$ cat config.mk
export PLATFORM = sky130hd
export DESIGN_NAME = mci_reg_block
export DESIGN_NICKNAME = d
export VERILOG_FILES = /design/src/hw/mci_pkg.sv /design/src/hw/mci_reg_block.sv
export SDC_FILE = /design/constraint.sdc
export NUM_CORES = 1
export LEC_CHECK = 0
export ABC_AREA = 1
export BUFFER_PORTS_ARGS = -buffer_cell sky130_fd_sc_hd__buf_2
export CAP_MARGIN = 15
export CELL_PAD_IN_SITES_DETAIL_PLACEMENT = 1
export CELL_PAD_IN_SITES_GLOBAL_PLACEMENT = 1
export CORE_AREA = 2 2 134 136
export DETAILED_ROUTE_END_ITERATION = 12
export DIE_AREA = 0 0 136 138
export HOLD_SLACK_MARGIN = 0.12
export PLACE_DENSITY = 0.72
export SYNTH_ARGS = -nofsm -noshare
export SYNTH_HDL_FRONTEND = slang
export SYNTH_SLANG_ARGS = --single-unit
$ cat constraint.sdc
create_clock -name clk -period 2.2 [get_ports clk]
set_input_delay 0.44 -clock clk [delete_from_list [all_inputs] [get_ports clk]]
set_output_delay 0.44 -clock clk [all_outputs]
set_load 0.02 [all_outputs]
$ cat src/hw/mci_pkg.sv
// MCI shared types and address map
package mci_pkg;

    ////////////////////////////////////////////////////////////////////////////
    // Request and response payloads
    ////////////////////////////////////////////////////////////////////////////

    // Word request from the SoC side
    typedef struct packed {
        logic [31:0] addr;
        logic [31:0] wdata;
        logic [7:0]  user;
        logic        write;
    } cif_req_t;

    // Target response, read data valid when hold is low
    typedef struct packed {
        logic [31:0] rdata;
        logic        hold;
        logic        error;
    } cif_rsp_t;

    // Decode outcome for one request
    typedef enum logic [2:0] {
        TGT_NONE,
        TGT_REG,
        TGT_MBOX0,
        TGT_MBOX1,
        TGT_SRAM
    } mci_target_e;

    ////////////////////////////////////////////////////////////////////////////
    // Address map
    ////////////////////////////////////////////////////////////////////////////

    // Register window
    localparam logic [31:0] MCI_REG_START_ADDR  = 32'h0000_0000;
    localparam logic [31:0] MCI_REG_SIZE_BYTES  = 32'h0000_0100;

    // Mailbox windows, same size each
    localparam logic [31:0] MBOX0_START_ADDR    = 32'h0008_0000;
    localparam logic [31:0] MBOX1_START_ADDR    = 32'h0009_0000;
    localparam logic [31:0] MBOX_SIZE_BYTES     = 32'h0000_0400;

    // SRAM base, size comes from the top-level parameter
    localparam logic [31:0] MCU_SRAM_START_ADDR = 32'h0020_0000;

    // Always accepted by both mailboxes
    localparam logic [7:0]  MCI_DEF_MBOX_USER   = 8'hA5;

    // Fixed contents of the ID register
    localparam logic [31:0] MCI_ID_VALUE        = 32'h4D43_4901;

endpackage

$ cat src/hw/mci_reg_block.sv
// MCI control registers
`timescale 1ns/1ns

module mci_reg_block #(
    parameter int NUM_MBOX_USERS = 5
) (
    input  logic                           clk,
    input  logic                           reset,
    input  logic                           dv,
    input  mci_pkg::cif_req_t              req,
    input  logic                           soc_config_req,
    output mci_pkg::cif_rsp_t              rsp,
    output logic [NUM_MBOX_USERS-1:0][7:0] valid_mbox0_users,
    output logic [NUM_MBOX_USERS-1:0][7:0] valid_mbox1_users
);

    // Word offsets within the register window
    localparam logic [5:0] ID_WORD      = 6'h00;
    localparam logic [5:0] SCRATCH_WORD = 6'h01;
    localparam int         MBOX0_WORD   = 16;
    localparam int         MBOX1_WORD   = 24;

    logic [5:0]                word_idx;
    logic                      wr_en;
    logic                      id_hit;
    logic                      scratch_hit;
    logic [NUM_MBOX_USERS-1:0] mbox0_hit;
    logic [NUM_MBOX_USERS-1:0] mbox1_hit;
    logic [31:0]               scratch_q;

    assign word_idx    = req.addr[7:2];
    assign wr_en       = dv & req.write;
    assign id_hit      = (word_idx == ID_WORD);
    assign scratch_hit = (word_idx == SCRATCH_WORD);

    always_comb begin
        for (int i = 0; i < NUM_MBOX_USERS; i++) begin
            mbox0_hit[i] = (word_idx == 6'(MBOX0_WORD + i));
            mbox1_hit[i] = (word_idx == 6'(MBOX1_WORD + i));
        end
    end

    ////////////////////////////////////////////////////////////////////////////
    // Read data and error, never stalls
    ////////////////////////////////////////////////////////////////////////////

    always_comb begin
        rsp = '0;
        if (id_hit)      rsp.rdata = mci_pkg::MCI_ID_VALUE;
        if (scratch_hit) rsp.rdata = scratch_q;
        for (int i = 0; i < NUM_MBOX_USERS; i++) begin
            if (mbox0_hit[i]) rsp.rdata = {24'h0, valid_mbox0_users[i]};
            if (mbox1_hit[i]) rsp.rdata = {24'h0, valid_mbox1_users[i]};
        end
        // ID is read-only, user lists need the config user
        rsp.error = wr_en & (id_hit | ((|{mbox0_hit, mbox1_hit}) & ~soc_config_req));
    end

    ////////////////////////////////////////////////////////////////////////////
    // Register updates
    ////////////////////////////////////////////////////////////////////////////

    always_ff @(posedge clk) begin
        if (reset) begin
            scratch_q         <= '0;
            valid_mbox0_users <= '0;
            valid_mbox1_users <= '0;
        end else if (wr_en) begin
            if (scratch_hit) scratch_q <= req.wdata;
            for (int i = 0; i < NUM_MBOX_USERS; i++) begin
                // Protected, dropped silently apart from the error
                if (mbox0_hit[i] && soc_config_req) valid_mbox0_users[i] <= req.wdata[7:0];
                if (mbox1_hit[i] && soc_config_req) valid_mbox1_users[i] <= req.wdata[7:0];
            end
        end
    end

endmodule

# After elaboration in Yosys (flattened, before gate mapping)
# Index checks and enable logic that the tools add are counted.
[op_classes]
eq_ne = 11
muxes = 12
n_bitwise = 5
n_reduce_logical = 23
[op_table]
columns = ["op", "count"]
rows = [
  ["two-way mux 32 bit", 11],
  ["equality test 6 x 5 -> 1 bit, second input constant", 10],
  ["two-way mux 31 bit", 1],
  ["AND reduction 2 bit", 11],
  ["logical AND 1 bit", 10],
  ["OR reduction 10 bit", 1],
  ["equality test 6 x 1 -> 1 bit, second input constant", 1],
  ["logical NOT 6 bit", 1],
  ["bitwise AND 1 bit", 3],
  ["NOT 1 bit", 1],
  ["OR 1 bit", 1],
]
[totals]
regBits = 112
inputBits = 77
output_inout_bits = 114
word_cells = 62

# Longest topological paths before layout
[depth]
word_depth = 13
depth_mapped = 11
ltp_nobuf = 11

# Worst setup path after synthesis
# Ideal clock, no wire load.
[synth_timing]
path_type = "in2out"
start = "in req[48] in the netlist's numbering"
end = "out rsp[2] in the netlist's numbering"
arrival_ns = 1.682
required_time_ns = 1.760
setup_slack_ns = 0.078
cell_stages = 8
n_path_buf = 1
cell_sequence = "inv_1 > nand2_1 > nor2_1 > nand3_1 > clkbuf_1 > or2_2 > nand2_1 > nand4_1"
[synth_lines]
columns = ["element", "line", "text"]
rows = [
  ["start, declared", "mci_reg_block.sv:10", "input mci_pkg::cif_req_t req,"],
  ["end, declared", "mci_reg_block.sv:12", "output mci_pkg::cif_rsp_t rsp,"],
]

==> impl_metrics.env <==
export IMPL_timing_critical_path_mode_cell="buf_6"
export IMPL_globalplace_congestion=0.807
export IMPL_critPathBufInv=4
export IMPL_synthesis_area_um2=5120
export IMPL_grt_pass1_wl_mm=29.3
export IMPL_dieArea_um2=18800
export IMPL_avgSynthCellArea_um2=7.10
export IMPL_ys_warnings_count=0
export IMPL_drt_wirelength_per_cell_um=17.2
export IMPL_hpwlAfterDp_mm=13.8
export IMPL_path_cells="buf_6 -> buf_6 -> nor2_4 -> nand2_4 -> nor2_4 -> buf_6 -> nand2_1 -> nand3_1 -> o21ai_2 -> nand4_1 -> nand2_1 -> nand4_1 -> buf_6"
export IMPL_final_design_area_no_fill_um2=6960
export IMPL_grt_usage_pct=20.2
export IMPL_yosys_top_cells_area="dfxtp_1 (44%), nand2_1 (14%), nor2_1 (8.9%)"
export IMPL_place_area_um2=6320
export IMPL_setup_ws_ns=-0.0747
export IMPL_cts_root_buffer="clkbuf_16"
export IMPL_sequentialPowerShare_pct=52.0
export IMPL_final_cell_mix="nand2_1 (174), buf_2 (141), dfxtp_1 (112)"
export IMPL_drt_iter0_drc=246
export IMPL_max_freq_ghz=0.440
export IMPL_p_per_area_nw_per_um2=562
export IMPL_clock_skew_final_ns=0
export IMPL_ys_ff_latch=112
export IMPL_slew_violations=0
export IMPL_syn_nets=798
export IMPL_wl_mm=19.4
export IMPL_clk_path_buf_depth=2
export IMPL_leakagePower_nw=3.11
export IMPL_route_vias_total=5379
export IMPL_layout_cells_non_filler=1131
export IMPL_drc=0
export IMPL_overflow=0
export IMPL_n_antenna_cell=0
export IMPL_synthMuxAreaShare_pct=0
export IMPL_grt_antenna_before_repair=0
export IMPL_rsz0062_at_grt="true"
export IMPL_synthDistinctLibCells=33
export IMPL_drive_above_1_share_pct=33.9
export IMPL_syn2layout_area_growth_pct=35.9
export IMPL_die_h_um=138
export IMPL_clock_latency_ns=0.36
export IMPL_setup_viol=7
export IMPL_slowest_stage="nor2_4"
export IMPL_cts_sinks=112
export IMPL_violations="negative setup slack"
export IMPL_hold_violations=0
export IMPL_min_period_ns=2.27
export IMPL_synth_xor_area_share_pct=0
export IMPL_numPortBuffers=155
export IMPL_clkPwrFrac_pct=40.8
export IMPL_drt_pass1_iterations=4
export IMPL_synth_top_cell_by_area="dfxtp_1"
export IMPL_drv_cap=0
export IMPL_htree_levels=3
export IMPL_layout_nets=974
export IMPL_initial_utilization_pct=29.2
export IMPL_comb_power_share_pct=7.2
export IMPL_critPathTopFamily="simple AND/OR/NAND/NOR gates"
export IMPL_crit_arrival_ns=1.83
export IMPL_grt_pass1_vias=5255
export IMPL_p_switching_w=0.000982
export IMPL_max_stage_delay_ns=0.16
export IMPL_cts_tree="yes"
export IMPL_design_portCount=191
export IMPL_synthAdderAreaFrac_pct=0
export IMPL_postRouteAntennaNets=0
export IMPL_vdd_drop_max_v=0.000406
export IMPL_status="finished, violations left"
export IMPL_die_w_um=136
export IMPL_crit_type="in -> out"
export IMPL_period_share_pct=103
export IMPL_cts_hold_buffers_added=0
export IMPL_power_w=0.00391
export IMPL_final_common_cell="nand2_1"
export IMPL_dp_cells=1105
export IMPL_grt_max_degree=47
export IMPL_critPathCaptureType="primary output"
export IMPL_tightest_slew_ns=0.513
export IMPL_swShare_pct=25.1
export IMPL_vias_per_cell=4.76
export IMPL_rows=49
export IMPL_clk_pin_slew_ns=0.07
export IMPL_synthSimpleGateAreaFrac_pct=34.1
export IMPL_seq_area_frac_synth_pct=43.8
export IMPL_intPower_w=0.00293
export IMPL_hp_class="in -> reg"
export IMPL_core_area_um2=17500
export IMPL_synth_top_family_by_area="simple AND/OR/NAND/NOR gates"
export IMPL_final_core_util_pct=39.7
export IMPL_crit_path_start_kind="input pin"
export IMPL_cp_max_fo=5
export IMPL_synth_compound_area_share_pct=13.7
export IMPL_synth_cells=721
export IMPL_critPathRequiredTime_ns=1.76
export IMPL_numCtsBuffers=9
export IMPL_yosysTopAreaCellShare_pct=43.8
export IMPL_maxSlewHeadroom_pct=65.8
[power groups by stage]
stage | Combinational (W) | Sequential (W) | Clock [W]
2_1_floorplan | 0.000112 | 0.00208 | 0
3_5_place_dp | 0.000242 | 0.00208 | 0
4_1_cts | 0.000275 | 0.00203 | 0.00163
3_3_place_gp | 0.000242 | 0.00208 | 0
6_report | 0.000283 | 0.00203 | 0.00160
5_1_grt | 0.000301 | 0.00203 | 0.00170
[synthesized netlist by cell type]
master,number
nand2_1,186
nor2_1,121
dfxtp_1,112
a21oi_1,58
inv_1,57
nor3_1,29
clkbuf_1,26
nand3_1,23
nand4_1,16
a211oi_1,14
a211oi_2,14
o21ai_0,13
a22o_1,5
buf_2,5
nor2_2,5
nor3_2,5
buf_6,3
inv_2,3
nand2_2,3
nand2_4,3
or2_2,3
buf_4,2
clkinv_2,2
inv_4,2
nor2_4,2
nor2_8,2
buf_1,1
clkinv_1,1
conb_1,1
nor3_4,1
o211ai_1,1
o22ai_1,1
o31ai_1,1
[metal layers]
metal / wire, um / global-route usage [%]
met5: 0 / 0
met4: 335 / 6.58
met3: 958 / 3.04
met2: 9070 / 32.6
met1: 9050 / 27.7
[registers in the layout (all words and copies together) (netlist names)]
signal,cells
valid_mbox0_users,40
valid_mbox1_users,40
scratch_q,32
[through the flow]
| step | setup TNS [ns] | setup WS (ns) | hold slack [ns] |
|---|---|---|---|
| final | -0.219 | -0.0747 | 0.330 |
| after global placement | -1.49 | -0.182 | 0.450 |
| after detailed placement | -1.97 | -0.197 | 0.453 |
| after floorplan | 0 | 0.0782 | 0.439 |
| after global routing | -0.745 | -0.132 | 0.333 |
| after CTS | -0.00355 | -0.00355 | 0.319 |
[worst register-to-register path, cell delays in order, from the launching register on]
cell,delay (ns)
dfxtp_1,0.38
inv_1,0.05
a211oi_1,0.25
[cell type report]
class                   count  area, um2
fillers                  2237      10600
multi-input cells         507       2640
flip-flops and latches    112       2240
repair buffers            202       1260
well taps                 229        287
inverters                  65        256
clock buffers              14        254
clock inverters             2       15.0
[logic make-up after synthesis]
kind of cell | after synthesis
AOI/OAI and AO/OA | 107
other | 1
and+or+nand+nor | 399
DFF | 112
buffers and inverters | 102
[timing repair]
item                       in CTS  in global routing
setup buffers                   6                  1
pin swaps                      20                 13
setup endpoints to repair      14                  9
gates resized for setup        71                 30
cloned                          2                  1
[worst paths after layout]
kind	startpoint	endpoint	slack (ns)	depth (start not counted)
worst min-delay path	req[35]	scratch_q[26]	0.33	3
worst max-delay path	req[48]	rsp[3]	-0.07	13
worst max register to register	valid_mbox1_users[31]	valid_mbox1_users[31]	1.43	2
worst min register to register	scratch_q[16]	scratch_q[16]	0.46	2
Note: power is estimated with default switching activity, not from simulation.
