File: src/hw/mci_pkg.sv
// MCI shared types and address map
package mci_pkg;

    ////////////////////////////////////////////////////////////////////////////
    // Request and response payloads
    ////////////////////////////////////////////////////////////////////////////

    // Word request from the SoC side
    typedef struct packed {
        logic [31:0] addr;
        logic [31:0] wdata;
        logic [7:0]  user;
        logic        write;
    } cif_req_t;

    // Target response, read data valid when hold is low
    typedef struct packed {
        logic [31:0] rdata;
        logic        hold;
        logic        error;
    } cif_rsp_t;

    // Decode outcome for one request
    typedef enum logic [2:0] {
        TGT_NONE,
        TGT_REG,
        TGT_MBOX0,
        TGT_MBOX1,
        TGT_SRAM
    } mci_target_e;

    ////////////////////////////////////////////////////////////////////////////
    // Address map
    ////////////////////////////////////////////////////////////////////////////

    // Register window
    localparam logic [31:0] MCI_REG_START_ADDR  = 32'h0000_0000;
    localparam logic [31:0] MCI_REG_SIZE_BYTES  = 32'h0000_0100;

    // Mailbox windows, same size each
    localparam logic [31:0] MBOX0_START_ADDR    = 32'h0008_0000;
    localparam logic [31:0] MBOX1_START_ADDR    = 32'h0009_0000;
    localparam logic [31:0] MBOX_SIZE_BYTES     = 32'h0000_0400;

    // SRAM base, size comes from the top-level parameter
    localparam logic [31:0] MCU_SRAM_START_ADDR = 32'h0020_0000;

    // Always accepted by both mailboxes
    localparam logic [7:0]  MCI_DEF_MBOX_USER   = 8'hA5;

    // Fixed contents of the ID register
    localparam logic [31:0] MCI_ID_VALUE        = 32'h4D43_4901;

endpackage

File: src/hw/mci_axi_sub_decode.sv
// MCI request decoder
`timescale 1ns/1ns

module mci_axi_sub_decode #(
    parameter int MCU_SRAM_SIZE_KB = 4,
    parameter int NUM_MBOX_USERS   = 5
) (
    input  logic                                 clk,
    input  logic                                 reset,
    // SoC side
    input  logic                                 soc_dv,
    input  mci_pkg::cif_req_t                    soc_req,
    output mci_pkg::cif_rsp_t                    soc_rsp,
    // Register block
    output logic                                 reg_dv,
    output mci_pkg::cif_req_t                    reg_req,
    input  mci_pkg::cif_rsp_t                    reg_rsp,
    // Mailbox 0
    output logic                                 mbox0_dv,
    output mci_pkg::cif_req_t                    mbox0_req,
    input  mci_pkg::cif_rsp_t                    mbox0_rsp,
    // Mailbox 1
    output logic                                 mbox1_dv,
    output mci_pkg::cif_req_t                    mbox1_req,
    input  mci_pkg::cif_rsp_t                    mbox1_rsp,
    // MCU SRAM
    output logic                                 sram_dv,
    output mci_pkg::cif_req_t                    sram_req,
    input  mci_pkg::cif_rsp_t                    sram_rsp,
    // Valid user lists from the register block
    input  logic [NUM_MBOX_USERS-1:0][7:0]       valid_mbox0_users,
    input  logic [NUM_MBOX_USERS-1:0][7:0]       valid_mbox1_users,
    // Privileged user straps
    input  logic [7:0]                           strap_mcu_lsu_user,
    input  logic [7:0]                           strap_mcu_ifu_user,
    input  logic [7:0]                           strap_soc_config_user,
    // Privilege flags for the current request
    output logic                                 axi_mcu_req,
    output logic                                 axi_mci_soc_config_req
);

    // Inclusive window ends
    localparam logic [31:0] REG_END_ADDR   = mci_pkg::MCI_REG_START_ADDR
                                           + mci_pkg::MCI_REG_SIZE_BYTES - 32'd1;
    localparam logic [31:0] MBOX0_END_ADDR = mci_pkg::MBOX0_START_ADDR
                                           + mci_pkg::MBOX_SIZE_BYTES - 32'd1;
    localparam logic [31:0] MBOX1_END_ADDR = mci_pkg::MBOX1_START_ADDR
                                           + mci_pkg::MBOX_SIZE_BYTES - 32'd1;
    localparam logic [31:0] SRAM_END_ADDR  = mci_pkg::MCU_SRAM_START_ADDR
                                           + 32'(MCU_SRAM_SIZE_KB) * 32'd1024 - 32'd1;

    mci_pkg::mci_target_e tgt;
    logic                 mcu_user_match;
    logic                 cfg_user_match;
    logic                 mbox0_user_ok;
    logic                 mbox1_user_ok;

    ////////////////////////////////////////////////////////////////////////////
    // Privileged user detection
    ////////////////////////////////////////////////////////////////////////////

    assign mcu_user_match = (soc_req.user == strap_mcu_lsu_user) |
                            (soc_req.user == strap_mcu_ifu_user);

    // All zeros disables the config user, all ones makes everyone config
    assign cfg_user_match = ((soc_req.user == strap_soc_config_user) &
                             (|strap_soc_config_user)) |
                            (&strap_soc_config_user);

    assign axi_mcu_req            = soc_dv & mcu_user_match;
    assign axi_mci_soc_config_req = soc_dv & cfg_user_match;

    // Mailbox user qualification
    always_comb begin
        mbox0_user_ok = 1'b0;
        mbox1_user_ok = 1'b0;
        for (int i = 0; i < NUM_MBOX_USERS; i++) begin
            mbox0_user_ok |= (soc_req.user == valid_mbox0_users[i]);
            mbox1_user_ok |= (soc_req.user == valid_mbox1_users[i]);
        end
        // Default user and MCU always pass
        mbox0_user_ok |= (soc_req.user == mci_pkg::MCI_DEF_MBOX_USER) | mcu_user_match;
        mbox1_user_ok |= (soc_req.user == mci_pkg::MCI_DEF_MBOX_USER) | mcu_user_match;
    end

    ////////////////////////////////////////////////////////////////////////////
    // Address decode and steering
    ////////////////////////////////////////////////////////////////////////////

    always_comb begin
        tgt = mci_pkg::TGT_NONE;
        if (soc_req.addr inside {[mci_pkg::MCI_REG_START_ADDR:REG_END_ADDR]}) begin
            tgt = mci_pkg::TGT_REG;
        end else if (soc_req.addr inside {[mci_pkg::MBOX0_START_ADDR:MBOX0_END_ADDR]}) begin
            // Unqualified user falls through to a miss
            if (mbox0_user_ok) tgt = mci_pkg::TGT_MBOX0;
        end else if (soc_req.addr inside {[mci_pkg::MBOX1_START_ADDR:MBOX1_END_ADDR]}) begin
            if (mbox1_user_ok) tgt = mci_pkg::TGT_MBOX1;
        end else if (soc_req.addr inside {[mci_pkg::MCU_SRAM_START_ADDR:SRAM_END_ADDR]}) begin
            tgt = mci_pkg::TGT_SRAM;
        end
    end

    // Only the selected target sees dv
    assign reg_dv   = soc_dv & (tgt == mci_pkg::TGT_REG);
    assign mbox0_dv = soc_dv & (tgt == mci_pkg::TGT_MBOX0);
    assign mbox1_dv = soc_dv & (tgt == mci_pkg::TGT_MBOX1);
    assign sram_dv  = soc_dv & (tgt == mci_pkg::TGT_SRAM);

    // Request payload goes to everyone
    assign reg_req   = soc_req;
    assign mbox0_req = soc_req;
    assign mbox1_req = soc_req;
    assign sram_req  = soc_req;

    // Response mux, miss answers error with zero data
    always_comb begin
        soc_rsp = '0;
        case (tgt)
            mci_pkg::TGT_REG:   soc_rsp = reg_rsp;
            mci_pkg::TGT_MBOX0: soc_rsp = mbox0_rsp;
            mci_pkg::TGT_MBOX1: soc_rsp = mbox1_rsp;
            mci_pkg::TGT_SRAM:  soc_rsp = sram_rsp;
            default:            soc_rsp.error = soc_dv;
        endcase
    end

    ////////////////////////////////////////////////////////////////////////////
    // Assertions
    ////////////////////////////////////////////////////////////////////////////

    // At most one target per request
    assert property (@(posedge clk) disable iff (reset)
        $onehot0({reg_dv, mbox0_dv, mbox1_dv, sram_dv}));

    // Targets only stall an active request
    assert property (@(posedge clk) disable iff (reset)
        soc_rsp.hold |-> soc_dv);

endmodule

File: config.mk
export PLATFORM = sky130hd
export DESIGN_NAME = mci_axi_sub_decode
export DESIGN_NICKNAME = d
export VERILOG_FILES = /design/src/hw/mci_pkg.sv /design/src/hw/mci_axi_sub_decode.sv
export SDC_FILE = /design/constraint.sdc
export NUM_CORES = 1
export LEC_CHECK = 0
export ABC_CLOCK_PERIOD_IN_PS = 2000
export CAP_MARGIN = 20
export CORE_AREA = 2 2 252 254
export DETAILED_ROUTE_END_ITERATION = 6
export DIE_AREA = 0 0 254 256
export DONT_BUFFER_PORTS = 1
export GPL_TIMING_DRIVEN = 0
export PLACE_DENSITY = 0.3
export SYNTH_ARGS = -nofsm -noshare
export SYNTH_HDL_FRONTEND = slang
export SYNTH_SLANG_ARGS = --single-unit
File: constraint.sdc
create_clock -name vclk -period 2
set_input_delay 0.1 -clock vclk [all_inputs]
set_output_delay 0.1 -clock vclk [all_outputs]
set_load 0.02 [all_outputs]
* After elaboration in Yosys (flattened, before gate mapping)
Cells that the tools add are included.
Cells by class: reductions and logical operators 6, order comparisons 8, multiplexer cells 8, bitwise operators 20, eq/ne operators 18
Operators with widths (number):
- $pmux W33 S4 | 1
- $eq A8 B8 Y1 | 13
- $ge A32 B20 Y1 const B | 2
- $le A32 B20 Y1 const B | 2
- $ge A32 B1 Y1 const B | 1
- $ge A32 B22 Y1 const B | 1
- $le A32 B22 Y1 const B | 1
- $le A32 B8 Y1 const B | 1
- $or A1 B1 Y1 | 13
- $mux W3 | 4
- $eq A8 B8 Y1 const B | 1
- $reduce_and A8 Y1 | 1
- $reduce_or A8 Y1 | 1
- $and A1 B1 Y1 | 7
- $eq A3 B2 Y1 const B | 2
- $logic_and A1 B1 Y1 | 4
- $mux W2 | 2
- $pmux W1 S4 | 1
- $eq A3 B1 Y1 const B | 1
- $eq A3 B3 Y1 const B | 1
Word-level totals: input port bits 316, logic and storage cells 60, register bits after elaboration 0

* Logic depth before layout (Yosys ltp)
depth in word-level cells 12, mapped depth 10

* Least setup slack after synthesis
Ideal clock, no wire load.
path kind in2out, start point input soc_req[6] (netlist bit), end point output soc_rsp[0] (netlist bit), path buffers 3, stages 9, path slack 0.102 ns, required time 1.900 ns, data arrival time 1.798 ns, cell sequence buf_6 -> buf_8 -> xor2_1 -> nor4_2 -> a211oi_1 -> a21oi_2 -> buf_6 -> nor3_2 -> a221oi_2
RTL lines:
- from (decl) | line mci_axi_sub_decode.sv:12 | input mci_pkg::cif_req_t soc_req,
- to (decl) | line mci_axi_sub_decode.sv:13 | output mci_pkg::cif_rsp_t soc_rsp,

==> results.cfg <==
[status]
status = finished, violations left
failed_checks = negative setup slack

[die]
die_y_um = 256
die_w_um = 254
dieArea_sq_um = 65000
core_area_sq_um = 62400
row_count = 92
pin_count = 648
initial_core_util = 0.0717

[synthesis]
yosysTopAreaCellShare = 0.495
synth_most_common_cell = buf_4
synthCells = 603
ys_types = 31
syn_nets = 919
synth_common_cells = buf_4, xnor2_1, nand2_1
post-synth-top-area-cell = buf_4
yosys_warnings = 0
synth-seq-area-share = 0
synth.area.top_cells = buf_4, xnor2_1, a222oi_1, xor2_1, nand2_1
synth_area_sq_um = 4470
avgSynthCellArea_sq_um = 7.41

[grt]
antenna_found_initial = 5
grt_pass1_vias = 4122
grt_overflow = 0
grt_usage = 0.0685
grt_pass1_wl_mm = 31.6
grt_max_degree = 11

[worst_setup_path]
criticalPathCategory = in2out
crit_path_end_kind = output port
cpPeakStageDelay_ns = 0.43
crit_path_top_delay_cell = a221oi_4
cp-endpoint = soc_rsp[0]
cp.required_ns = 1.90
path_common_cell = buf_12
critPathLaunch = soc_req[1]
critPathLaunchType = input pin
arrival_ns = 2.17
crit_fanout = 6
cp_cell_sequence = buf_12 -> buf_12 -> xnor2_1 -> nand4_1 -> o21ai_0 -> nor2_1 -> a31oi_4 -> buf_12 -> buf_4 -> or3_4 -> a221oi_4

[power]
pwr_density_cell_nw_per_um2 = 211
intPower_mw = 0.646
p_leak_nw = 2.61
p_sw_mw = 0.719
p_clk_frac = 0
vdd_drop_max_mv = 0.118
power_frac_comb = 1.000
switching_share = 0.527
p_seq_frac = 0

[finish]
area_delta_synth_final_pct = 45.0
seq_cells = 0
fillers = 7293
register_area_sq_um = 0
nClkBuffers = 0
nNetsFinal = 959
drive_gt1_frac = 0.652
stdcell_count = 1491

[drt]
ant_nets = 0
wire_per_inst_um = 17.1
vias = 4213
drcViolationCount = 0
first_pass_iters = 6
post_drt_via_cell_ratio = 2.83
wirelength_mm = 25.6
drtIter0Drc = 303

[sta]
worst_pin_slew_ns = 0.535
max_slew_margin = 0.643
hold_violations = 0
fin_ws_ns = -0.273
finalSetupViolCount = 35
fin_crit_ns = 2.27
grt_setup_unrepaired = true
fmax_ghz = 0.440
period_share = 1.14
setup_tns_ns = -4.29
maxSlewViolCount = 0

[worst_hold_path]
hp-class = in2out

[clocking]
postCtsHoldBufs = 0

[place]
place.gp.congestion = 0.745
dp.cells = 1449
dpl.hpwl_mm = 21.4
preCtsSetupSlack_ns = -1.67
portBuffers = 0

[run]
maxCapViolations = 0
[cell families after synthesis]
family	count (synthesis)	share of synthesized area
xor gates and xnor gates	103	0.202
AOI/OAI and AO/OA	49	0.101
and+or+nand+nor	129	0.147
buffers and inverters	322	0.551
[power by group through the flow]
stage,Sequential (mW),Combinational [mW],Clock [mW]
6_report,0,1.36,0.000000272
5_1_grt,0,1.43,0.0000000669
4_1_cts,0,1.38,0
3_5_place_dp,0,1.24,0
3_3_place_gp,0,1.26,0
2_1_floorplan,0,1.13,0
[critical path: cells and delay by family]
kind / cells / cell delay, ns
compound gates: 3 / 0.65
xor+xnor: 1 / 0.12
buf+inv: 4 / 0.61
simple gates: 3 / 0.67
[metrics by stage]
stage	utilization	power (mW)	cell area, sq um	hold WS (ns)
final	0.104	1.36	6480	0.314
after global routing	0.104	1.43	6470	0.315
after CTS	0.102	1.38	6350	0.314
after detailed placement	0.0886	1.24	5530	0.314
after global placement	0.0886	1.26	5530	0.316
after floorplan	-	1.13	4470	0.313
[area by class of cell]
cell class         instances  area [sq um]  share of cell area
repair buffers            39           490              0.0757
multi-input cells        281          2320               0.358
plain buffers            319          2590               0.400
well taps                846          1060               0.163
diodes                     4          10.0             0.00154
inverters                  2          7.51             0.00116
[layer usage]
metal / up-vias / part of all wire / track usage
met5: - / 0.00047 / 0
met4: 2 / 0.018 / 0.00703
met3: 29 / 0.086 / 0.0119
met2: 364 / 0.52 / 0.135
met1: 1998 / 0.37 / 0.0775
li1: 1820 / - / -
[repair_timing]
| action | 4_1_cts | 5_1_grt |
|---|---|---|
| hold endpoints to repair | 0 | 0 |
| resized for setup | 92 | 32 |
| pin swaps | 73 | 11 |
| cloned | 6 | 0 |
| endpoints found under the setup margin | 38 | 37 |
| setup buffers | 30 | 3 |
[placed cells by master (no fill, tap or decap), types with 3 or more instances in the layout]
cell type,Yosys,routed
a222oi_1,34,34
and2_1,6,3
buf_12,1,19
buf_16,0,6
buf_4,295,317
buf_6,13,9
diode_2,0,4
nand2_1,67,40
nand2_2,0,25
nand4_1,22,22
nor2_1,10,7
nor4_1,10,6
nor4_2,2,3
nor4_4,0,3
o21ai_0,5,4
xnor2_1,69,67
xor2_1,34,29
xor2_4,0,3
[worst min path at each step]
stage	startpoint	to	depth (start not counted)
after detailed placement	soc_req[36]	sram_req[36]	1
final	soc_req[36]	sram_req[36]	1
after global routing	soc_req[8]	reg_req[8]	1
after global placement	soc_req[69]	reg_req[69]	1
after CTS	soc_req[36]	sram_req[36]	1
after floorplan	soc_req[0]	mbox0_req[0]	1
No activity file was read; power rests on OpenSTA's default activity.
